`src/mrp_tx_cfg.svh`:
```
`ifndef MRP_TX_CFG_SVH
`define MRP_TX_CFG_SVH

// NoC flit width in bits.
`define MRP_NOC_FLIT_W 64

// Width of one destination coordinate.
`define MRP_NOC_XY_W 8

// Width of a port number.
`define MRP_PORT_W 16

// Width of a byte or flit count.
`define MRP_LEN_W 16

// Message type carried in every header flit.
`define MRP_MSG_TYPE 8'h2a

`endif

```
`src/mrp_tx_pkg.sv`:
```
`include "mrp_tx_cfg.svh"

package mrp_tx_pkg;

    // One message descriptor from the engine.
    typedef struct packed {
        logic [`MRP_NOC_XY_W-1:0] dst_x;
        logic [`MRP_NOC_XY_W-1:0] dst_y;
        logic [`MRP_PORT_W-1:0]   src_port;
        logic [`MRP_PORT_W-1:0]   dst_port;
        logic [15:0]              conn_id;
        logic [`MRP_LEN_W-1:0]    payload_bytes;
        logic [31:0]              seq_num;
    } mrp_tx_meta;

    // NoC header view.
    typedef struct packed {
        logic [`MRP_NOC_XY_W-1:0] dst_x;
        logic [`MRP_NOC_XY_W-1:0] dst_y;
        logic [`MRP_LEN_W-1:0]    flit_count;
        logic [7:0]               msg_type;
        logic [`MRP_NOC_FLIT_W-2*`MRP_NOC_XY_W-`MRP_LEN_W-9:0] pad;
    } mrp_noc_hdr;

    // MRP metadata view.
    typedef struct packed {
        logic [`MRP_PORT_W-1:0]   src_port;
        logic [`MRP_PORT_W-1:0]   dst_port;
        logic [15:0]              conn_id;
        logic [`MRP_LEN_W-1:0]    payload_bytes;
    } mrp_meta_flit;

    typedef union packed {
        mrp_noc_hdr   hdr;
        mrp_meta_flit meta;
    } mrp_noc_flit;

    typedef enum logic [1:0] {
        SEL_HDR_FLIT  = 2'd0,
        SEL_META_FLIT = 2'd1,
        SEL_DATA_FLIT = 2'd2
    } mrp_noc_out_flit_mux_sel;

    // Packed payload flit with its end-of-message flag.
    typedef struct packed {
        logic                       last;
        logic [`MRP_NOC_FLIT_W-1:0] data;
    } mrp_data_beat;

endpackage

```
`src/mrp_tx_hdr_build.sv`:
```
`timescale 1ns/1ps
`include "mrp_tx_cfg.svh"

module mrp_tx_hdr_build (
    input  logic                    clk,
    input  logic                    rst,
    input  mrp_tx_pkg::mrp_tx_meta  meta,
    input  logic                    store_inputs,
    output mrp_tx_pkg::mrp_noc_flit hdr_flit,
    output mrp_tx_pkg::mrp_noc_flit meta_flit,
    output logic [`MRP_LEN_W-1:0]   payload_bytes
);

    localparam int LEN_W      = `MRP_LEN_W;
    localparam int FLIT_BYTES = `MRP_NOC_FLIT_W / 8;
    localparam int BYTE_IDX_W = $clog2(FLIT_BYTES);

    mrp_tx_pkg::mrp_meta_flit meta_reg;
    logic [LEN_W:0]           rounded_bytes;
    logic [LEN_W-1:0]         flit_count;

    // Round up to whole payload flits.
    assign rounded_bytes = {1'b0, meta.payload_bytes} + (LEN_W + 1)'(FLIT_BYTES - 1);

    // Metadata flit plus the payload flits.
    assign flit_count = LEN_W'(rounded_bytes >> BYTE_IDX_W) + LEN_W'(1);

    // Header goes out in the same cycle as meta_val.
    always_comb begin
        hdr_flit = '0;
        hdr_flit.hdr.dst_x      = meta.dst_x;
        hdr_flit.hdr.dst_y      = meta.dst_y;
        hdr_flit.hdr.flit_count = flit_count;
        hdr_flit.hdr.msg_type   = `MRP_MSG_TYPE;
    end

    always_ff @(posedge clk) begin
        if (rst) begin
            meta_reg <= '0;
        end else if (store_inputs) begin
            meta_reg.src_port      <= meta.src_port;
            meta_reg.dst_port      <= meta.dst_port;
            meta_reg.conn_id       <= meta.conn_id;
            meta_reg.payload_bytes <= meta.payload_bytes;
        end
    end

    // Later flits come from the stored copy.
    assign meta_flit.meta = meta_reg;
    assign payload_bytes  = meta_reg.payload_bytes;

endmodule

```
`src/mrp_tx_data_pack.sv`:
```
`timescale 1ns/1ps
`include "mrp_tx_cfg.svh"

module mrp_tx_data_pack (
    input  logic                       clk,
    input  logic                       rst,
    input  logic [`MRP_NOC_FLIT_W-1:0] data,
    input  logic                       beat_taken,
    input  logic [`MRP_LEN_W-1:0]      payload_bytes,
    output logic [`MRP_NOC_FLIT_W-1:0] data_flit,
    output logic                       last_output
);

    localparam int LEN_W      = `MRP_LEN_W;
    localparam int FLIT_BYTES = `MRP_NOC_FLIT_W / 8;
    localparam int BYTE_IDX_W = $clog2(FLIT_BYTES);
    localparam int CNT_W      = LEN_W + BYTE_IDX_W + 1;

    logic [LEN_W-1:0]      beat_cnt;
    logic [CNT_W-1:0]      bytes_sent;
    logic [BYTE_IDX_W-1:0] tail_bytes;

    // Bytes covered once the presented flit is taken.
    assign bytes_sent  = (CNT_W'(beat_cnt) + CNT_W'(1)) << BYTE_IDX_W;
    assign last_output = bytes_sent >= CNT_W'(payload_bytes);

    // Valid bytes in a partial last flit.
    assign tail_bytes = payload_bytes[BYTE_IDX_W-1:0];

    always_ff @(posedge clk) begin
        if (rst) begin
            beat_cnt <= '0;
        end else if (beat_taken) begin
            if (last_output) begin
                beat_cnt <= '0;
            end else begin
                beat_cnt <= beat_cnt + 1'b1;
            end
        end
    end

    // Zero the bytes past the end of the message.
    always_comb begin
        data_flit = data;
        if (last_output && (tail_bytes != '0)) begin
            for (int i = 0; i < FLIT_BYTES; i++) begin
                if (i >= int'(tail_bytes)) begin
                    data_flit[i*8 +: 8] = 8'h00;
                end
            end
        end
    end

endmodule

```
`src/mrp_tx_noc_out_datap.sv`:
```
`timescale 1ns/1ps
`include "mrp_tx_cfg.svh"

module mrp_tx_noc_out_datap (
    input  logic                                clk,
    input  logic                                rst,
    input  mrp_tx_pkg::mrp_tx_meta              meta,
    input  logic                                store_inputs,
    input  mrp_tx_pkg::mrp_noc_out_flit_mux_sel flit_sel,
    input  logic [`MRP_NOC_FLIT_W-1:0]          data,
    input  logic                                data_val,
    input  logic                                data_rdy,
    output logic [`MRP_NOC_FLIT_W-1:0]          noc_flit,
    output logic                                last_output
);

    mrp_tx_pkg::mrp_noc_flit  hdr_flit;
    mrp_tx_pkg::mrp_noc_flit  meta_flit;
    mrp_tx_pkg::mrp_data_beat packed_beat;
    logic [`MRP_LEN_W-1:0]    payload_bytes;
    logic                     beat_taken;

    assign beat_taken = data_val & data_rdy;

    mrp_tx_hdr_build hdr_build (
        .clk           (clk),
        .rst           (rst),
        .meta          (meta),
        .store_inputs  (store_inputs),
        .hdr_flit      (hdr_flit),
        .meta_flit     (meta_flit),
        .payload_bytes (payload_bytes)
    );

    mrp_tx_data_pack data_pack (
        .clk           (clk),
        .rst           (rst),
        .data          (data),
        .beat_taken    (beat_taken),
        .payload_bytes (payload_bytes),
        .data_flit     (packed_beat.data),
        .last_output   (packed_beat.last)
    );

    assign last_output = packed_beat.last;

    always_comb begin
        case (flit_sel)
            mrp_tx_pkg::SEL_HDR_FLIT:  noc_flit = hdr_flit;
            mrp_tx_pkg::SEL_META_FLIT: noc_flit = meta_flit;
            default:                   noc_flit = packed_beat.data;
        endcase
    end

endmodule

```
`src/mrp_tx_noc_out_ctrl.sv`:
```
`timescale 1ns/1ps

module mrp_tx_noc_out_ctrl (
    input  logic                                clk,
    input  logic                                rst,
    output logic                                noc_val,
    input  logic                                noc_rdy,
    input  logic                                meta_val,
    output logic                                meta_rdy,
    input  logic                                data_val,
    output logic                                data_rdy,
    output mrp_tx_pkg::mrp_noc_out_flit_mux_sel flit_sel,
    output logic                                store_inputs,
    input  logic                                last_output
);

    typedef enum logic [1:0] {
        READY         = 2'd0,
        META_FLIT_OUT = 2'd1,
        DATA_FLIT_OUT = 2'd2
    } state_e;

    state_e state_reg;
    state_e state_next;

    always_ff @(posedge clk) begin
        if (rst) begin
            state_reg <= READY;
        end else begin
            state_reg <= state_next;
        end
    end

    always_comb begin
        noc_val      = 1'b0;
        meta_rdy     = 1'b0;
        data_rdy     = 1'b0;
        store_inputs = 1'b0;
        flit_sel     = mrp_tx_pkg::SEL_HDR_FLIT;
        state_next   = state_reg;

        case (state_reg)
            READY: begin
                // Header passes straight through from meta.
                noc_val  = meta_val;
                meta_rdy = noc_rdy;
                if (meta_val && noc_rdy) begin
                    store_inputs = 1'b1;
                    state_next   = META_FLIT_OUT;
                end
            end

            META_FLIT_OUT: begin
                noc_val  = 1'b1;
                flit_sel = mrp_tx_pkg::SEL_META_FLIT;
                if (noc_rdy) begin
                    state_next = DATA_FLIT_OUT;
                end
            end

            DATA_FLIT_OUT: begin
                noc_val  = data_val;
                data_rdy = noc_rdy;
                flit_sel = mrp_tx_pkg::SEL_DATA_FLIT;
                // Back to idle after the final payload flit.
                if (data_val && noc_rdy && last_output) begin
                    state_next = READY;
                end
            end

            default: begin
                state_next = READY;
            end
        endcase
    end

endmodule

```
`src/mrp_tx_noc_out.sv`:
```
`timescale 1ns/1ps
`include "mrp_tx_cfg.svh"

module mrp_tx_noc_out (
    input  logic                       clk,
    input  logic                       rst,

    input  logic                       meta_val,
    output logic                       meta_rdy,
    input  mrp_tx_pkg::mrp_tx_meta     meta,

    input  logic                       data_val,
    output logic                       data_rdy,
    input  logic [`MRP_NOC_FLIT_W-1:0] data,

    output logic                       noc_val,
    input  logic                       noc_rdy,
    output logic [`MRP_NOC_FLIT_W-1:0] noc_flit
);

    mrp_tx_pkg::mrp_noc_out_flit_mux_sel flit_sel;
    logic                                store_inputs;
    logic                                last_output;

    mrp_tx_noc_out_ctrl ctrl (
        .clk          (clk),
        .rst          (rst),
        .noc_val      (noc_val),
        .noc_rdy      (noc_rdy),
        .meta_val     (meta_val),
        .meta_rdy     (meta_rdy),
        .data_val     (data_val),
        .data_rdy     (data_rdy),
        .flit_sel     (flit_sel),
        .store_inputs (store_inputs),
        .last_output  (last_output)
    );

    // data_rdy also qualifies the payload beat count.
    mrp_tx_noc_out_datap datap (
        .clk          (clk),
        .rst          (rst),
        .meta         (meta),
        .store_inputs (store_inputs),
        .flit_sel     (flit_sel),
        .data         (data),
        .data_val     (data_val),
        .data_rdy     (data_rdy),
        .noc_flit     (noc_flit),
        .last_output  (last_output)
    );

endmodule

```
`config.mk`:
```
export PLATFORM = sky130hd
export DESIGN_NAME = mrp_tx_noc_out
export DESIGN_NICKNAME = d
export VERILOG_FILES = /design/src/mrp_tx_pkg.sv /design/src/mrp_tx_hdr_build.sv /design/src/mrp_tx_data_pack.sv /design/src/mrp_tx_noc_out_datap.sv /design/src/mrp_tx_noc_out_ctrl.sv /design/src/mrp_tx_noc_out.sv
export VERILOG_INCLUDE_DIRS = /design/src
export SDC_FILE = /design/constraint.sdc
export NUM_CORES = 1
export LEC_CHECK = 0
export ABC_CLOCK_PERIOD_IN_PS = 4100
export BUFFER_PORTS_ARGS = -buffer_cell sky130_fd_sc_hd__buf_4
export CORE_MARGIN = 2
export CORE_UTILIZATION = 48
export CTS_BUF_LIST = sky130_fd_sc_hd__clkbuf_8
export CTS_CLUSTER_SIZE = 20
export DETAILED_ROUTE_END_ITERATION = 6
export PLACE_DENSITY = 0.85
export SYNTH_ARGS = -nofsm -noshare
export SYNTH_HDL_FRONTEND = slang
export SYNTH_SLANG_ARGS = --single-unit
export TNS_END_PERCENT = 100
```
`constraint.sdc`:
```
create_clock -name clk -period 4.1 [get_ports clk]
set_input_delay 0.615 -clock clk [delete_from_list [all_inputs] [get_ports clk]]
set_output_delay 0.615 -clock clk [all_outputs]
set_load 0.1 [all_outputs]
```
==> results.py <==
metrics = {
    "cts": {
        "cts_root_buffer": "sky130_fd_sc_hd__clkbuf_8",
        "cts_made_buffers": 9,
        "cts_tree": "done",
        "cts_num_sinks": 82,
        "clk_latency_ps": 350,
        "clk_pin_slew_ps": 80,
        "cts_max_level": 3,
        "number_of_buffers_on_the_longest_clock_path": 2,
    },
    "floorplanning": {
        "initial_utilization_pct": 48.9,
        "die_h_um": 106,
        "area_enclosed_by_the_die_boundary_um2": 11200,
        "horizontal_die_dimension_um": 106,
        "io_pins": 248,
        "core_area_um2": 10200,
        "floorplan.rows": 37,
    },
    "route": {
        "routedWlPerCell_um": 17.5,
        "drt-pass1-iter-count": 5,
        "drt_wl_total_mm": 18.0,
        "number_of_remaining_drc_errors": 0,
        "detail_route.vias_per_cell": 5.75,
        "postRouteAntennaNets": 0,
        "num_vias": 5916,
        "drt_iter0_drc": 633,
    },
    "hold_path": {
        "hold-path-cell-count": 2,
        "holdCritPathClass": "register to register",
        "worstHoldStart": "datap.hdr_build.meta_flit[22]",
        "hold-path-endpoint": "datap.hdr_build.meta_flit[22]",
    },
    "synth": {
        "synth_area_leaders": "sky130_fd_sc_hd__dfxtp_1 (33%), sky130_fd_sc_hd__nand2_1 (15%), sky130_fd_sc_hd__a21oi_1 (9.1%), sky130_fd_sc_hd__ha_1 (5.3%), sky130_fd_sc_hd__a22o_1 (4.7%)",
        "main_synth_ff_type": "sky130_fd_sc_hd__dfxtp_1",
        "post_synth.cell_area_avg_um2": 7.26,
        "netlist_instances": 686,
        "yosys.area.top_type": "sky130_fd_sc_hd__dfxtp_1",
        "ys_top_cells_by_count": "sky130_fd_sc_hd__nand2_1 (194), sky130_fd_sc_hd__a21oi_1 (91), sky130_fd_sc_hd__dfxtp_1 (82)",
        "synth_top_family_by_area": "compound AO/OA/AOI/OAI gates",
        "post_synthesis_mux_area_share_pct": 0.402,
        "synth_area_um2": 4980,
        "synth_fa_ha_area_share_pct": 5.28,
        "synth_simple_gate_area_share_pct": 24.7,
        "synth_sequential_area_ratio_pct": 33.0,
        "synth-compound-area-share_pct": 27.2,
        "yosysMostFrequentCell": "sky130_fd_sc_hd__nand2_1",
        "ys_seq_elements": 82,
        "edff_count_synth": 0,
        "synth.distinct_cells": 50,
        "synth.yosys.warnings": 0,
        "yosysTopAreaCellShare_pct": 33.0,
        "post_synth_xor_area_fraction_pct": 4.40,
        "mappedNetlistNets": 888,
        "ys_async_sr_fraction_pct": 0,
    },
    "layout": {
        "max_ffs_per_register": 48,
        "antenna-diode-count": 0,
        "final_design_area_no_fill_um2": 7330,
        "post_route_cells_drive_above_1_share_pct": 33.1,
        "final-instance-count-excl-fill": 1029,
        "layout-area-overhead-vs-synth_pct": 47.1,
        "final_net_count": 1090,
    },
    "placed_design": {
        "placement.io_buffers": 215,
        "place_hpwl_mm": 12.7,
        "gp_congestion": 0.959,
        "placed_cells_incl_taps": 1006,
        "post_dp_cell_area_um2": 6750,
    },
    "power_and_ir_drop": {
        "power.density_cell_area_nw_per_um2": 676,
        "power_leakage_uw": 0.00308,
        "peakVddDrop_mv": 0.615,
        "totalPowerFinal_uw": 4950,
    },
    "run": {
        "max-cap-violations": 0,
    },
    "worst_setup_path": {
        "required_time_of_the_critical_path_ps": 3480,
        "rrSetupSlack_ps": 1030,
        "worstPathMaxFanout": 8,
        "timing.reg2reg.worst_path_depth": 14,
        "endpoint_kind": "primary output",
        "crit_path_start": "datap.data_pack.beat_cnt[0]",
        "worstSetupPathType": "register to primary output",
        "critPathArrivalTime_ps": 3400,
        "r2r_start": "datap.data_pack.beat_cnt[0]",
        "regToRegEndpoint": "ctrl.state_reg[1]",
        "setup.worst_path.start_class": "register",
    },
    "sta": {
        "timing_hold_violations_final": 0,
        "maxSlewHeadroom_pct": 40.4,
        "clock_skew_ps": 12.8,
        "final-setup-viol-count": 0,
        "maxSlewViolCount": 0,
        "maxClockFrequency_mhz": 249,
        "tightestPinTransition_ps": 895,
        "timing.final.crit_share_pct": 98.0,
        "layout_min_cycle_time_ps": 4020,
        "rsz0062_at_grt": "yes",
    },
    "status": {
        "run_status": "complete, no violations",
    },
    "grt": {
        "global_route.usage.total_pct": 30.6,
        "first_global_vias": 5607,
        "grt_busiest_layer": "met2",
        "use_met1_pct": 36.5,
        "globalRoute.totalOverflow": 0,
        "grt_pass1_wl_mm": 27.5,
        "groute.layer.met2.usage_pct": 54.3,
        "met3_global_route_usage_pct": 5.63,
        "maximum_number_of_pins_on_one_net_before_global_route_repair": 85,
        "antenna_found_initial": 0,
    },
}
-- critical path, cell delays in order (launching register included) --
cell	delay, ps
sky130_fd_sc_hd__dfxtp_4	380
sky130_fd_sc_hd__ha_4	140
sky130_fd_sc_hd__nand4_1	130
sky130_fd_sc_hd__or2_4	270
sky130_fd_sc_hd__nor3_2	170
sky130_fd_sc_hd__xor2_1	110
sky130_fd_sc_hd__ha_1	330
sky130_fd_sc_hd__and4_4	240
sky130_fd_sc_hd__o211ai_1	120
sky130_fd_sc_hd__buf_4	170
sky130_fd_sc_hd__o211ai_4	150
sky130_fd_sc_hd__a21oi_2	100
sky130_fd_sc_hd__buf_6	180
sky130_fd_sc_hd__a221o_1	370
sky130_fd_sc_hd__buf_12	180
-- how the worst max path moves through the flow --
stage	endpoint	slack (ps)	cells past startpoint
6_report	noc_flit[36]	80	14
5_1_grt	noc_flit[27]	-50	14
4_1_cts	noc_flit[32]	20	14
3_5_place_dp	noc_flit[49]	210	12
3_3_place_gp	noc_flit[25]	230	13
2_1_floorplan	noc_flit[56]	-490	11
-- cells in the final DEF (no fill, tap or decap), drive strengths merged, types with 12 or more instances in the layout --
master and n:
nand2 195, a22o 27, xnor2 17, nand3 17, ha 21, a21oi 94, buf 238, a221o 12
nor2 20, dfxtp 82, o21ai 29, inv 22
-- layout make-up --
class                   instances  area (um^2)
well taps                     136          170
clock inverters                 6         58.8
inverters                      20         75.1
clock buffers                  10          138
flip-flops and latches         82         1650
multi-input cells             537         3230
fillers                       797         2860
repair buffers                238         2000
-- stage by stage --
step           utilization, %  hold WS [ps]  TNS (ps)  worst slack (ps)
2_1_floorplan               -           436     -3910              -489
3_3_place_gp             66.3           443         0               230
3_5_place_dp             66.3           449         0               206
4_1_cts                  69.9           460         0              21.9
5_1_grt                  71.9           482      -583             -45.9
6_report                 71.9           460         0              83.2
-- metal layers --
layer / vias to the layer above / part of all wire [%]
met4: 0 / 3.6
met3: 55 / 8.0
met5: - / 0
li1: 2804 / -
met1: 2751 / 39
met2: 306 / 50
-- report_power, final --
group          internal, uW  switching [uW]
Combinational           881            2560
Sequential              863            51.8
Clock                   294             298
Total                  2040            2910
-- cells by family (layout without fill, tap and decap cells) --
kind of cell | count (synthesis) | in the layout
AOI/OAI and AO/OA | 206 | 206
xor gates and xnor gates | 25 | 25
adders and majority gates | 21 | 21
buffers and inverters | 67 | 274
DFF | 82 | 82
muxes | 2 | 2
and+or+nand+nor | 283 | 283
-- repair_timing --
item | CTS | global route
hold buffers | 0 | 0
endpoints found under the hold margin | 0 | 0
gates resized for setup | 31 | 46
cloned | 0 | 0
buffers inserted | 5 | 2
setup endpoints to repair | 55 | 56
pin swaps | 2 | 9
(Power assumes the default switching activity.)
